### src/common/itcm_defines.svh
// Width and depth macros for the ITCM controller
// Include in any file that sizes a port or a word of the ITCM path
`ifndef ITCM_DEFINES_SVH
`define ITCM_DEFINES_SVH

////////////////////////////////////////////////////////////////////////////
// RAM side
////////////////////////////////////////////////////////////////////////////
`define ITCM_ADDR_WIDTH 16   // Byte address, 64 KiB
`define ITCM_DATA_WIDTH 64   // One RAM word
`define ITCM_WMSK_WIDTH 8    // Byte enables per RAM word
`define ITCM_AW_LSB     3    // Byte offset bits below the word index
`define ITCM_RAM_AW     13   // Word index into the RAM

// Lane select is address bit ITCM_AW_LSB-1
// 0 picks the lower 32 bits and 1 the upper 32 bits

////////////////////////////////////////////////////////////////////////////
// LSU side
////////////////////////////////////////////////////////////////////////////
`define LSU_DATA_WIDTH  32   // Narrow data port
`define LSU_WMSK_WIDTH  4    // Narrow byte enables

`endif
### src/common/itcm_pkg.sv
// Types shared by the ITCM controller blocks
// Import where the 64-bit word is used in two views
`default_nettype none

`include "itcm_defines.svh"

package itcm_pkg;

  // One RAM word, seen whole or split into two 32-bit lanes
  typedef union packed {
    logic [`ITCM_DATA_WIDTH-1:0]    word;  // Full word for IFU and RAM
    logic [1:0][`LSU_DATA_WIDTH-1:0] lane; // lane[0] is the low half
  } itcm_word_u;

endpackage

`default_nettype wire

### src/source/itcm_ctrl.sv
// ITCM controller top level
// IFU and LSU share one single-port 64-bit RAM, LSU has priority
// Connect the ram pins straight to a RAM macro with 1-cycle read latency
`timescale 1ns/1ps
`default_nettype none

`include "itcm_defines.svh"

module itcm_ctrl (
  input  wire                          i_clk,
  input  wire                          i_rst,
  // IFU command
  input  wire                          i_ifu_cmd_valid,
  output logic                         o_ifu_cmd_ready,
  input  wire [`ITCM_ADDR_WIDTH-1:0]   i_ifu_cmd_addr,
  input  wire                          i_ifu_cmd_read,
  input  wire itcm_pkg::itcm_word_u    i_ifu_cmd_wdata,
  input  wire [`ITCM_WMSK_WIDTH-1:0]   i_ifu_cmd_wmask,
  // IFU response
  output logic                         o_ifu_rsp_valid,
  input  wire                          i_ifu_rsp_ready,
  output itcm_pkg::itcm_word_u         o_ifu_rsp_rdata,
  output logic                         o_ifu_holdup,    // RAM output still holds IFU word
  // LSU command
  input  wire                          i_lsu_cmd_valid,
  output logic                         o_lsu_cmd_ready,
  input  wire [`ITCM_ADDR_WIDTH-1:0]   i_lsu_cmd_addr,
  input  wire                          i_lsu_cmd_read,
  input  wire [`LSU_DATA_WIDTH-1:0]    i_lsu_cmd_wdata,
  input  wire [`LSU_WMSK_WIDTH-1:0]    i_lsu_cmd_wmask,
  // LSU response
  output logic                         o_lsu_rsp_valid,
  input  wire                          i_lsu_rsp_ready,
  output logic [`LSU_DATA_WIDTH-1:0]   o_lsu_rsp_rdata,
  // Status
  output logic                         o_itcm_active,
  // RAM pins
  output logic                         o_ram_cs,
  output logic                         o_ram_we,
  output logic [`ITCM_RAM_AW-1:0]      o_ram_addr,
  output logic [`ITCM_WMSK_WIDTH-1:0]  o_ram_wem,
  output logic [`ITCM_DATA_WIDTH-1:0]  o_ram_din,
  input  wire [`ITCM_DATA_WIDTH-1:0]   i_ram_dout
);

  import itcm_pkg::*;

  ////////////////////////////////////////////////////////////////////////////
  // LSU in 64-bit lane form
  ////////////////////////////////////////////////////////////////////////////
  logic                        lsu_w_cmd_valid;
  logic                        lsu_w_cmd_ready;
  logic [`ITCM_ADDR_WIDTH-1:0] lsu_w_cmd_addr;
  logic                        lsu_w_cmd_read;
  itcm_word_u                  lsu_w_cmd_wdata;
  logic [`ITCM_WMSK_WIDTH-1:0] lsu_w_cmd_wmask;
  logic                        lsu_w_rsp_valid;
  logic                        lsu_w_rsp_ready;
  itcm_word_u                  lsu_w_rsp_rdata;

  // Arbiter to RAM controller
  logic                        arb_cmd_valid;
  logic                        arb_cmd_ready;
  logic [`ITCM_ADDR_WIDTH-1:0] arb_cmd_addr;
  logic                        arb_cmd_read;
  itcm_word_u                  arb_cmd_wdata;
  logic [`ITCM_WMSK_WIDTH-1:0] arb_cmd_wmask;
  logic                        arb_cmd_ifu;     // Source tag, 1 for IFU
  logic                        arb_rsp_valid;
  logic                        arb_rsp_ready;
  itcm_word_u                  arb_rsp_rdata;
  logic                        arb_rsp_ifu;

  itcm_lsu_n2w u_lsu_n2w (
    .i_clk       (i_clk),
    .i_rst       (i_rst),
    .i_cmd_valid (i_lsu_cmd_valid),
    .o_cmd_ready (o_lsu_cmd_ready),
    .i_cmd_addr  (i_lsu_cmd_addr),
    .i_cmd_read  (i_lsu_cmd_read),
    .i_cmd_wdata (i_lsu_cmd_wdata),
    .i_cmd_wmask (i_lsu_cmd_wmask),
    .o_rsp_valid (o_lsu_rsp_valid),
    .i_rsp_ready (i_lsu_rsp_ready),
    .o_rsp_rdata (o_lsu_rsp_rdata),
    .o_cmd_valid (lsu_w_cmd_valid),
    .i_cmd_ready (lsu_w_cmd_ready),
    .o_cmd_addr  (lsu_w_cmd_addr),
    .o_cmd_read  (lsu_w_cmd_read),
    .o_cmd_wdata (lsu_w_cmd_wdata),
    .o_cmd_wmask (lsu_w_cmd_wmask),
    .i_rsp_valid (lsu_w_rsp_valid),
    .o_rsp_ready (lsu_w_rsp_ready),
    .i_rsp_rdata (lsu_w_rsp_rdata)
  );

  itcm_arbiter u_arbiter (
    .i_clk           (i_clk),
    .i_rst           (i_rst),
    .i_lsu_cmd_valid (lsu_w_cmd_valid),
    .o_lsu_cmd_ready (lsu_w_cmd_ready),
    .i_lsu_cmd_addr  (lsu_w_cmd_addr),
    .i_lsu_cmd_read  (lsu_w_cmd_read),
    .i_lsu_cmd_wdata (lsu_w_cmd_wdata),
    .i_lsu_cmd_wmask (lsu_w_cmd_wmask),
    .o_lsu_rsp_valid (lsu_w_rsp_valid),
    .i_lsu_rsp_ready (lsu_w_rsp_ready),
    .o_lsu_rsp_rdata (lsu_w_rsp_rdata),
    .i_ifu_cmd_valid (i_ifu_cmd_valid),
    .o_ifu_cmd_ready (o_ifu_cmd_ready),
    .i_ifu_cmd_addr  (i_ifu_cmd_addr),
    .i_ifu_cmd_read  (i_ifu_cmd_read),
    .i_ifu_cmd_wdata (i_ifu_cmd_wdata),
    .i_ifu_cmd_wmask (i_ifu_cmd_wmask),
    .o_ifu_rsp_valid (o_ifu_rsp_valid),
    .i_ifu_rsp_ready (i_ifu_rsp_ready),
    .o_ifu_rsp_rdata (o_ifu_rsp_rdata),
    .o_ifu_holdup    (o_ifu_holdup),
    .o_cmd_valid     (arb_cmd_valid),
    .i_cmd_ready     (arb_cmd_ready),
    .o_cmd_addr      (arb_cmd_addr),
    .o_cmd_read      (arb_cmd_read),
    .o_cmd_wdata     (arb_cmd_wdata),
    .o_cmd_wmask     (arb_cmd_wmask),
    .o_cmd_ifu       (arb_cmd_ifu),
    .i_rsp_valid     (arb_rsp_valid),
    .o_rsp_ready     (arb_rsp_ready),
    .i_rsp_rdata     (arb_rsp_rdata),
    .i_rsp_ifu       (arb_rsp_ifu)
  );

  itcm_sram_ctrl u_sram_ctrl (
    .i_clk           (i_clk),
    .i_rst           (i_rst),
    .i_cmd_valid     (arb_cmd_valid),
    .o_cmd_ready     (arb_cmd_ready),
    .i_cmd_addr      (arb_cmd_addr),
    .i_cmd_read      (arb_cmd_read),
    .i_cmd_wdata     (arb_cmd_wdata),
    .i_cmd_wmask     (arb_cmd_wmask),
    .i_cmd_ifu       (arb_cmd_ifu),
    .o_rsp_valid     (arb_rsp_valid),
    .i_rsp_ready     (arb_rsp_ready),
    .o_rsp_rdata     (arb_rsp_rdata),
    .o_rsp_ifu       (arb_rsp_ifu),
    .o_ram_cs        (o_ram_cs),
    .o_ram_we        (o_ram_we),
    .o_ram_addr      (o_ram_addr),
    .o_ram_wem       (o_ram_wem),
    .o_ram_din       (o_ram_din),
    .i_ram_dout      (i_ram_dout),
    .i_lsu_cmd_valid (i_lsu_cmd_valid),  // Raw valids, before the converter
    .i_ifu_cmd_valid (i_ifu_cmd_valid),
    .o_active        (o_itcm_active)
  );

endmodule

`default_nettype wire

### src/itcm_ram/itcm_sram_ctrl.sv
// Single-port RAM pin controller for the ITCM
// One transaction at a time, response held until accepted
// RAM read data is expected one cycle after cs
`timescale 1ns/1ps
`default_nettype none

`include "itcm_defines.svh"

module itcm_sram_ctrl (
  input  wire                          i_clk,
  input  wire                          i_rst,
  // Command in
  input  wire                          i_cmd_valid,
  output logic                         o_cmd_ready,
  input  wire [`ITCM_ADDR_WIDTH-1:0]   i_cmd_addr,
  input  wire                          i_cmd_read,
  input  wire itcm_pkg::itcm_word_u    i_cmd_wdata,
  input  wire [`ITCM_WMSK_WIDTH-1:0]   i_cmd_wmask,
  input  wire                          i_cmd_ifu,
  // Response out
  output logic                         o_rsp_valid,
  input  wire                          i_rsp_ready,
  output itcm_pkg::itcm_word_u         o_rsp_rdata,
  output logic                         o_rsp_ifu,
  // RAM pins
  output logic                         o_ram_cs,
  output logic                         o_ram_we,
  output logic [`ITCM_RAM_AW-1:0]      o_ram_addr,
  output logic [`ITCM_WMSK_WIDTH-1:0]  o_ram_wem,
  output logic [`ITCM_DATA_WIDTH-1:0]  o_ram_din,
  input  wire [`ITCM_DATA_WIDTH-1:0]   i_ram_dout,
  // Status
  input  wire                          i_lsu_cmd_valid,
  input  wire                          i_ifu_cmd_valid,
  output logic                         o_active
);

  logic pend_r;     // Response waiting for its ready
  logic tag_r;      // Source of the pending response
  logic cmd_xfer;
  logic rsp_xfer;

  assign rsp_xfer    = pend_r & i_rsp_ready;
  assign o_cmd_ready = ~pend_r | i_rsp_ready;  // Back-to-back when drained
  assign cmd_xfer    = i_cmd_valid & o_cmd_ready;

  ////////////////////////////////////////////////////////////////////////////
  // RAM access in the transfer cycle
  ////////////////////////////////////////////////////////////////////////////
  assign o_ram_cs   = cmd_xfer;
  assign o_ram_we   = cmd_xfer & ~i_cmd_read;
  assign o_ram_addr = i_cmd_addr[`ITCM_ADDR_WIDTH-1:`ITCM_AW_LSB];  // Word index
  assign o_ram_wem  = i_cmd_wmask;
  assign o_ram_din  = i_cmd_wdata.word;

  always_ff @(posedge i_clk) begin
    if (i_rst) begin
      pend_r <= 1'b0;
      tag_r  <= 1'b0;
    end else if (cmd_xfer) begin
      pend_r <= 1'b1;
      tag_r  <= i_cmd_ifu;
    end else if (rsp_xfer) begin
      pend_r <= 1'b0;
    end
  end

  // RAM output stays put while no cs is issued
  assign o_rsp_valid = pend_r;
  assign o_rsp_rdata = i_ram_dout;
  assign o_rsp_ifu   = tag_r;

  assign o_active = i_lsu_cmd_valid | i_ifu_cmd_valid | pend_r;

  // Stalled response keeps its word on the RAM output
  a_rdata_held : assert property (@(posedge i_clk) disable iff (i_rst)
    (o_rsp_valid && !i_rsp_ready) |=> (o_rsp_valid && $stable(o_rsp_rdata)));

endmodule

`default_nettype wire

### src/itcm_ram/itcm_arbiter.sv
// Fixed-priority arbiter between LSU and IFU for the ITCM RAM
// Tags each granted command and routes the response back by that tag
// Also keeps the IFU holdup flag
`timescale 1ns/1ps
`default_nettype none

`include "itcm_defines.svh"

module itcm_arbiter (
  input  wire                          i_clk,
  input  wire                          i_rst,
  // LSU side, already in lane form
  input  wire                          i_lsu_cmd_valid,
  output logic                         o_lsu_cmd_ready,
  input  wire [`ITCM_ADDR_WIDTH-1:0]   i_lsu_cmd_addr,
  input  wire                          i_lsu_cmd_read,
  input  wire itcm_pkg::itcm_word_u    i_lsu_cmd_wdata,
  input  wire [`ITCM_WMSK_WIDTH-1:0]   i_lsu_cmd_wmask,
  output logic                         o_lsu_rsp_valid,
  input  wire                          i_lsu_rsp_ready,
  output itcm_pkg::itcm_word_u         o_lsu_rsp_rdata,
  // IFU side
  input  wire                          i_ifu_cmd_valid,
  output logic                         o_ifu_cmd_ready,
  input  wire [`ITCM_ADDR_WIDTH-1:0]   i_ifu_cmd_addr,
  input  wire                          i_ifu_cmd_read,
  input  wire itcm_pkg::itcm_word_u    i_ifu_cmd_wdata,
  input  wire [`ITCM_WMSK_WIDTH-1:0]   i_ifu_cmd_wmask,
  output logic                         o_ifu_rsp_valid,
  input  wire                          i_ifu_rsp_ready,
  output itcm_pkg::itcm_word_u         o_ifu_rsp_rdata,
  output logic                         o_ifu_holdup,
  // To the RAM controller
  output logic                         o_cmd_valid,
  input  wire                          i_cmd_ready,
  output logic [`ITCM_ADDR_WIDTH-1:0]  o_cmd_addr,
  output logic                         o_cmd_read,
  output itcm_pkg::itcm_word_u         o_cmd_wdata,
  output logic [`ITCM_WMSK_WIDTH-1:0]  o_cmd_wmask,
  output logic                         o_cmd_ifu,
  input  wire                          i_rsp_valid,
  output logic                         o_rsp_ready,
  input  wire itcm_pkg::itcm_word_u    i_rsp_rdata,
  input  wire                          i_rsp_ifu
);

  logic sel_ifu;      // IFU granted this cycle
  logic cmd_xfer;
  logic holdup_r;

  ////////////////////////////////////////////////////////////////////////////
  // Command grant and mux
  ////////////////////////////////////////////////////////////////////////////
  assign sel_ifu = ~i_lsu_cmd_valid;   // LSU always wins

  assign o_lsu_cmd_ready = i_cmd_ready;
  assign o_ifu_cmd_ready = i_cmd_ready & sel_ifu;

  assign o_cmd_valid = i_lsu_cmd_valid | i_ifu_cmd_valid;
  assign o_cmd_addr  = sel_ifu ? i_ifu_cmd_addr  : i_lsu_cmd_addr;
  assign o_cmd_read  = sel_ifu ? i_ifu_cmd_read  : i_lsu_cmd_read;
  assign o_cmd_wdata = sel_ifu ? i_ifu_cmd_wdata : i_lsu_cmd_wdata;
  assign o_cmd_wmask = sel_ifu ? i_ifu_cmd_wmask : i_lsu_cmd_wmask;
  assign o_cmd_ifu   = sel_ifu;

  assign cmd_xfer = o_cmd_valid & i_cmd_ready;

  ////////////////////////////////////////////////////////////////////////////
  // Response steering by returned tag
  ////////////////////////////////////////////////////////////////////////////
  assign o_ifu_rsp_valid = i_rsp_valid & i_rsp_ifu;
  assign o_lsu_rsp_valid = i_rsp_valid & ~i_rsp_ifu;
  assign o_ifu_rsp_rdata = i_rsp_rdata;   // Same word to both, valid qualifies
  assign o_lsu_rsp_rdata = i_rsp_rdata;
  assign o_rsp_ready     = i_rsp_ifu ? i_ifu_rsp_ready : i_lsu_rsp_ready;

  // Holdup
  // Set by an IFU access, cleared by any LSU access
  // Idle cycles keep it since the RAM output does not change
  always_ff @(posedge i_clk) begin
    if (i_rst) begin
      holdup_r <= 1'b0;
    end else if (cmd_xfer) begin
      holdup_r <= sel_ifu;
    end
  end

  assign o_ifu_holdup = holdup_r;

  // Response one cycle after the grant, routed back to the granted side
  a_tag_return : assert property (@(posedge i_clk) disable iff (i_rst)
    (o_cmd_valid && i_cmd_ready) |=> (i_rsp_valid && (i_rsp_ifu == $past(o_cmd_ifu))));

endmodule

`default_nettype wire

### src/source/itcm_lsu_n2w.sv
// LSU narrow-to-wide converter
// Places 32-bit LSU writes into one lane of the 64-bit word
// and returns the matching lane of the read word
`timescale 1ns/1ps
`default_nettype none

`include "itcm_defines.svh"

module itcm_lsu_n2w (
  input  wire                          i_clk,
  input  wire                          i_rst,
  // Narrow side, from the LSU
  input  wire                          i_cmd_valid,
  output logic                         o_cmd_ready,
  input  wire [`ITCM_ADDR_WIDTH-1:0]   i_cmd_addr,
  input  wire                          i_cmd_read,
  input  wire [`LSU_DATA_WIDTH-1:0]    i_cmd_wdata,
  input  wire [`LSU_WMSK_WIDTH-1:0]    i_cmd_wmask,
  output logic                         o_rsp_valid,
  input  wire                          i_rsp_ready,
  output logic [`LSU_DATA_WIDTH-1:0]   o_rsp_rdata,
  // Wide side, to the arbiter
  output logic                         o_cmd_valid,
  input  wire                          i_cmd_ready,
  output logic [`ITCM_ADDR_WIDTH-1:0]  o_cmd_addr,
  output logic                         o_cmd_read,
  output itcm_pkg::itcm_word_u         o_cmd_wdata,
  output logic [`ITCM_WMSK_WIDTH-1:0]  o_cmd_wmask,
  input  wire                          i_rsp_valid,
  output logic                         o_rsp_ready,
  input  wire itcm_pkg::itcm_word_u    i_rsp_rdata
);

  logic lane_sel;   // Address bit 2 of the current command
  logic lane_r;     // Lane of the response we owe
  logic owed_r;     // A response is still owed to the LSU
  logic cmd_xfer;
  logic rsp_xfer;

  assign lane_sel = i_cmd_addr[`ITCM_AW_LSB-1];
  assign cmd_xfer = i_cmd_valid & i_cmd_ready;
  assign rsp_xfer = i_rsp_valid & i_rsp_ready;

  // Handshakes pass straight through
  assign o_cmd_valid = i_cmd_valid;
  assign o_cmd_ready = i_cmd_ready;
  assign o_rsp_valid = i_rsp_valid;
  assign o_rsp_ready = i_rsp_ready;
  assign o_cmd_addr  = i_cmd_addr;
  assign o_cmd_read  = i_cmd_read;

  // Same data in both lanes, the mask picks which one gets written
  always_comb begin
    o_cmd_wdata.lane[0] = i_cmd_wdata;
    o_cmd_wdata.lane[1] = i_cmd_wdata;
    if (lane_sel) begin
      o_cmd_wmask = {i_cmd_wmask, {`LSU_WMSK_WIDTH{1'b0}}};  // Upper lane
    end else begin
      o_cmd_wmask = {{`LSU_WMSK_WIDTH{1'b0}}, i_cmd_wmask};  // Lower lane
    end
  end

  assign o_rsp_rdata = i_rsp_rdata.lane[lane_r];

  always_ff @(posedge i_clk) begin
    if (cmd_xfer) begin
      lane_r <= lane_sel;  // Payload, no reset needed
    end
  end

  always_ff @(posedge i_clk) begin
    if (i_rst) begin
      owed_r <= 1'b0;
    end else if (cmd_xfer) begin
      owed_r <= 1'b1;
    end else if (rsp_xfer) begin
      owed_r <= 1'b0;
    end
  end

  // Only one LSU transaction in flight, lane_r must not be overwritten early
  a_single_outstanding : assert property (@(posedge i_clk) disable iff (i_rst)
    (cmd_xfer && owed_r) |-> rsp_xfer);

endmodule

`default_nettype wire

### config.mk
export PLATFORM = sky130hd
export DESIGN_NAME = itcm_ctrl
export DESIGN_NICKNAME = d
export VERILOG_FILES = /design/src/common/itcm_pkg.sv /design/src/source/itcm_ctrl.sv /design/src/itcm_ram/itcm_sram_ctrl.sv /design/src/itcm_ram/itcm_arbiter.sv /design/src/source/itcm_lsu_n2w.sv
export VERILOG_INCLUDE_DIRS = /design/src /design/src/common
export SDC_FILE = /design/constraint.sdc
export NUM_CORES = 1
export LEC_CHECK = 0
export BUFFER_PORTS_ARGS = -buffer_cell sky130_fd_sc_hd__buf_4
export CELL_PAD_IN_SITES_DETAIL_PLACEMENT = 1
export CELL_PAD_IN_SITES_GLOBAL_PLACEMENT = 1
export CORE_AREA = 2 2 156 158
export CTS_CLUSTER_SIZE = 24
export DETAILED_ROUTE_END_ITERATION = 8
export DIE_AREA = 0 0 158 160
export GPL_ROUTABILITY_DRIVEN = 0
export PLACE_DENSITY = 0.57
export SYNTH_ARGS = -nofsm -noshare
export SYNTH_HDL_FRONTEND = slang
export SYNTH_SLANG_ARGS = --single-unit
### constraint.sdc
create_clock -name i_clk -period 1.2 [get_ports i_clk]
set_clock_uncertainty 0.05 [all_clocks]
set_input_delay 0.12 -clock i_clk [delete_from_list [all_inputs] [get_ports i_clk]]
set_output_delay 0.12 -clock i_clk [all_outputs]
set_load 0.005 [all_outputs]
== Word level (Yosys, flattened, before mapping) ==
Cells that the tools add are included.

* Shifts and indexed selects: 0
* $mul: 0
* Eq/ne operators: 0
* Bitwise gates (word level): 14
* Reduce and logical (&&, ||, !) cells: 1
* Divide/modulo/power cells: 0
* $lt $le $gt $ge: 1
* $add $sub $neg: 0
* Mux-type cells: 10

{| class="wikitable"
|+ Operator list
! operator !! number
|-
| 32-bit two-way mux || 2
|-
| 64-bit two-way mux || 1
|-
| 16-bit two-way mux || 1
|-
| 8-bit two-way mux || 2
|-
| 1-bit AND || 7
|-
| 1-bit two-way mux || 4
|-
| 1-bit NOT || 4
|-
| 1-bit bitwise OR || 3
|-
| 1-bit by 2-bit < comparator with 1-bit output (second input constant) || 1
|-
| 2-bit nonzero test || 1
|}

* Flip-flop bits (word level): 3
* ROM bits: 0
* Latch bits: 0
* Memory bits (writable): 0
* Memories kept: 0
* Output and inout bits: 189
* Bits of input ports: 212

== Logic depth before layout (Yosys ltp) ==
* Depth after elaboration: 4
* Gate-level depth with buffers: 4
* Gate-level depth less buffers: 3

== Cells and area by module ==
Synthesis repeated with hierarchy kept, for this count alone.

* Cells, all modules: 528
* Area total of the unflattened synthesis: 4,644.5 um^2

{| class="wikitable"
|+ By module, submodules not included
! module !! cells an instance !! seq. area each (um^2) !! instances !! area an instance (um^2)
|-
| itcm_arbiter || 237 || 20.0 || 1 || 2,143.3
|-
| itcm_lsu_n2w || 131 || 30.0 || 1 || 1,268.7
|-
| itcm_sram_ctrl || 160 || 40.0 || 1 || 1,232.4
|}

== Least setup slack after synthesis ==
OpenSTA, ideal clock, no wires.

* Kind: reg2reg
* Start point: reg, netlist name u_arbiter.o_ifu_holdup
* End point: reg u_lsu_n2w.lane_r, enable pin
* Data required time: 908 ps
* Period minus slack after synthesis: 1,295 ps
* Arrival time: 1,003 ps
* Stages on the path, launching flop included: 4
* Buffers on the path: 0
* Path slack: -95 ps
* Path through: dfxtp_1 mux2i_4 nand2_4 and2_2

{| class="wikitable"
|+ RTL lines
! item !! line !! source
|-
| end signal: assignment || itcm_lsu_n2w.sv:67 || <nowiki>lane_r <= lane_sel;</nowiki>
|-
| end: declaration || itcm_lsu_n2w.sv:35 || <nowiki>logic lane_r;</nowiki>
|}

== Final worst setup path ==
* Start point: reg u_lsu_n2w.lane_r
* End point: out o_lsu_rsp_rdata[4]

* Cells in the longest elaborated chain, start to end: 2

{| class="wikitable"
|+ RTL lines
! item !! line !! source
|-
| 32-bit two-way mux (implied by the code) (2 in a row) || itcm_lsu_n2w.sv:63 || <nowiki>assign o_rsp_rdata = i_rsp_rdata.lane[lane_r];</nowiki>
|-
| end: declaration || itcm_ctrl.sv:34 || <nowiki>output logic [`LSU_DATA_WIDTH-1:0] o_lsu_rsp_rdata,</nowiki>
|}

Every way passes these cells. The select of a mux whose other input is x is not followed.

==> out/results.txt <==
Data on the critical path arrives at its endpoint at 1.34 ns. The post-synthesis async set-or-reset flop share was 0%; the initial cell density of the core was 8.714%. The signal on the critical path passes through buf_6, clkbuf_16, mux2_4, buf_6. The cell leakage power is 2.987 nW, and the number of port buffers is 395. Main flop type after synthesis: sky130_fd_sc_hd__dfxtp_1. The later pin in the worst-skew pair is clocked with a latency of 0.22 ns.

Once detail routing completed, the nets flagged for antenna violations numbered 0. Using the TritonRoute via totals, the vias-per-cell ratio works out to 3.472. For the number of cell rows, the log shows 57.

The worst path required time came out at 1.03 ns. The tools report the utilization after layout as 22.58%. The final-report hold violation count was 0; the clock slew at the register clock pins of the worst setup and hold paths was 0.03 ns. The floorplan step defined a die boundary enclosing 0.02528 mm2.

The total of endpoints with negative setup slack in the final report was 40; the number of diodes added for antenna fixing was 0. The total of max-cap violations came out at 0. The area of the mapped netlist came out at 0.002076 mm2.

Clock tree synthesis found a total of 3 sinks. The tightest min-delay check is of the in -> reg type. Averaged over all synthesized cells, the footprint is 6.252 um2. Per-cell routed wire length: 15.83 um. The tools report the count of hold buffers inserted by post-cts repair as 0. By startpoint and endpoint, the worst setup path is classified as reg -> out. The routed layout has 3475 vias. The worst hold margin came out at 0.01275 ns. During synthesis, Yosys emitted a total of 0 warnings. Setup repair after global routing could not meet its margin everywhere. The number of synthesized flops with an enable pin is 1, and the total clock buffers created by CTS is 3.

The flow ran to the end, but the final reports show violations. The tools report the via count of the first global-routing pass as 3457. The critical path capture point type was an output pin. Across the VDD grid, the largest voltage drop is 344.3 uV.

After floorplanning, the core was sized to cover 0.02382 mm2. Summing the sequential cell areas from Yosys gives 3.376% of the chip area. The first-pass GRT wire length is 20490 um, and the maximum number of pins on one net before global-route repair is 44. The tools report the remaining design rule violation count as 0.

Critical path launch point type: a flop. The share of post-route cells with drive strength above 1 is 71.64%, and the post-synthesis register bit count is 3. For the number of nets at the end of the flow, the log shows 890. Measured against its own limit, the worst slew margin works out to 75.10%. The maximum fanout count along the critical path is 8.

Global routing finished with a remaining overflow of 0. The worst slack at placement came out at -0.08803 ns. For this run, the slowest stage of the critical path takes 0.38 ns. The run gives 0.002641 W as the total power of the final layout. Die outline width: 158 um.

The tools report the least setup slack across all paths after layout as -0.3145 ns. The final reports fail on negative setup slack. The number of buffers and inverters on the critical path is 3.

The first detailed-routing pass ran for 4 iterations. The die is 160 um tall. The actual slew at the worst max-slew pin was 0.3696 ns; the total count of max-transition violations in the final report was 0.

In this run the power density over the cells is 491.1 mW/mm2. The run gives 660.3 MHz as the highest attainable clock frequency. Dividing the final minimum period by the clock period gives 126.2%.

The largest buffer count on any clock path was 2; the area growth from synthesis to layout was 159.1%. For the post-synth net total, the log shows 544. The worst-path cell with the longest stage delay is sky130_fd_sc_hd__edfxtp_1. The deepest level of the CTS H-tree is 1, and the total negative slack is -10.35 ns.

The largest delay contributor family on the critical path was buffers and inverters. The number of different library cells in the post-synthesis netlist was 24; the total global-route track usage was 10.82%. The HPWL after detailed placement is 13890 um. The tools report the root buffer cell as sky130_fd_sc_hd__clkbuf_16. The tools report the number of antenna violations at the first check in global routing as 0.

TritonCTS built the clock tree. By instance count, the cell type seen most on the critical path is sky130_fd_sc_hd__buf_6. Synthesis produced 332 cells. Wires add up to 15850 um.

The final critical delay including setup and external delays came out at 1.515 ns. The run gives 65 as the violation count after the first detailed-route iteration. The number of top-level pins came out at 401.
-- layout make-up --
type	instances	area, um2
Multi-Input combinational cell	174	1196
Fill cell	2994	18440
Clock buffer	4	78.83
Timing Repair Buffer	423	3346
Tap cell	324	405.4
Sequential cell	3	77.57
Inverter	73	274.0
-- state kept, by name, summed over array words and instances, names as in the netlist --
register                 cells
u_arbiter.o_ifu_holdup       1
u_lsu_n2w.lane_r             1
u_sram_ctrl.o_rsp_valid      1
-- worst reg2reg max path, delay by kind of cell, from the launching register on --
| kind | cells | cell delay (ns) |
|---|---|---|
| compound gates | 1 | 0.16 |
| simple gates | 1 | 0.07 |
| buf+inv | 2 | 0.24 |
| mux | 1 | 0.33 |
| flops | 1 | 0.35 |
-- stage by stage --
step,cell area (um2),cells
6_report,5378,1001
5_1_grt,5378,1001
4_1_cts,5185,991
3_5_place_dp,5027,983
3_3_place_gp,5027,983
2_1_floorplan,2079,332
-- report_power, final --
| part | internal, W | total [W] | switching [W] |
|---|---|---|---|
| Clock | 0.000438 | 0.000520 | 0.0000824 |
| Combinational | 0.00127 | 0.00200 | 0.000733 |
| Sequential | 0.000112 | 0.000119 | 0.00000691 |
-- logic make-up (layout without fill, tap and decap cells) --
group | count (synthesis) | after routing | synth area share (%)
buffers and inverters | 155 | 500 | 41.05
and+or+nand+nor | 49 | 49 | 10.67
DFF | 3 | 3 | 3.376
AOI/OAI and AO/OA | 79 | 79 | 19.41
muxes | 46 | 46 | 25.50
-- per-layer routing --
metal	routed length [um]	part of all wire, %	up-vias	track usage [%]
met4	129	0.81	0	1.597
li1	-	-	1672	-
met2	8361	53	231	21.13
met5	0	0	-	0
met3	1666	11	6	3.039
met1	5689	36	1566	11.57
-- path summary, 6_finish.rpt --
kind / from / end / slack [ns] / cells past startpoint
min reg2reg: u_sram_ctrl.o_rsp_valid / u_arbiter.o_ifu_holdup / 0.72 / 4
min: i_rst / u_sram_ctrl.o_rsp_valid / 0.01 / 2
max: u_lsu_n2w.lane_r / o_lsu_rsp_rdata[4] / -0.31 / 4
max reg2reg: u_arbiter.o_ifu_holdup / u_arbiter.o_ifu_holdup / -0.08 / 5
-- synthesized netlist by cell type (all sizes together) (2+ instances only) --
cell type | count | share of area [%]
nand3 | 4 | 0.96
dfxtp | 2 | 1.9
and2 | 2 | 0.72
buf | 74 | 26
nand2 | 37 | 7.1
mux2 | 45 | 24
inv | 73 | 13
o21ai | 72 | 17
a21oi | 6 | 1.4
and2b | 2 | 0.78
clkbuf | 8 | 1.5
-- cell usage in the layout, fill, tap and decap left out --
cell                        instances
sky130_fd_sc_hd__a21oi_1            2
sky130_fd_sc_hd__nand2_4            1
sky130_fd_sc_hd__nor2_1             1
sky130_fd_sc_hd__inv_1             73
sky130_fd_sc_hd__nand2b_1           1
sky130_fd_sc_hd__buf_8              1
sky130_fd_sc_hd__o21ai_0           72
sky130_fd_sc_hd__nand3_1            4
sky130_fd_sc_hd__nor3b_1            1
sky130_fd_sc_hd__a21oi_2            4
sky130_fd_sc_hd__a211oi_2           1
sky130_fd_sc_hd__and2b_2            2
sky130_fd_sc_hd__mux2_4             5
sky130_fd_sc_hd__clkbuf_16          6
sky130_fd_sc_hd__edfxtp_1           1
sky130_fd_sc_hd__buf_6             16
sky130_fd_sc_hd__mux2i_4            1
sky130_fd_sc_hd__buf_4            399
sky130_fd_sc_hd__or3_4              1
sky130_fd_sc_hd__clkbuf_1           1
sky130_fd_sc_hd__mux2_2            40
sky130_fd_sc_hd__dfxtp_4            2
sky130_fd_sc_hd__buf_12             4
sky130_fd_sc_hd__nand2_1           36
sky130_fd_sc_hd__and2_4             2
-- repair_timing --
item | 4_1_cts | 5_1_grt
buffers inserted | 4 | 8
pin swaps | 6 | 1
resized for setup | 15 | 19
setup endpoints to repair | 39 | 49
gates cloned | 0 | 3
Note: power is estimated with default switching activity, not from simulation.
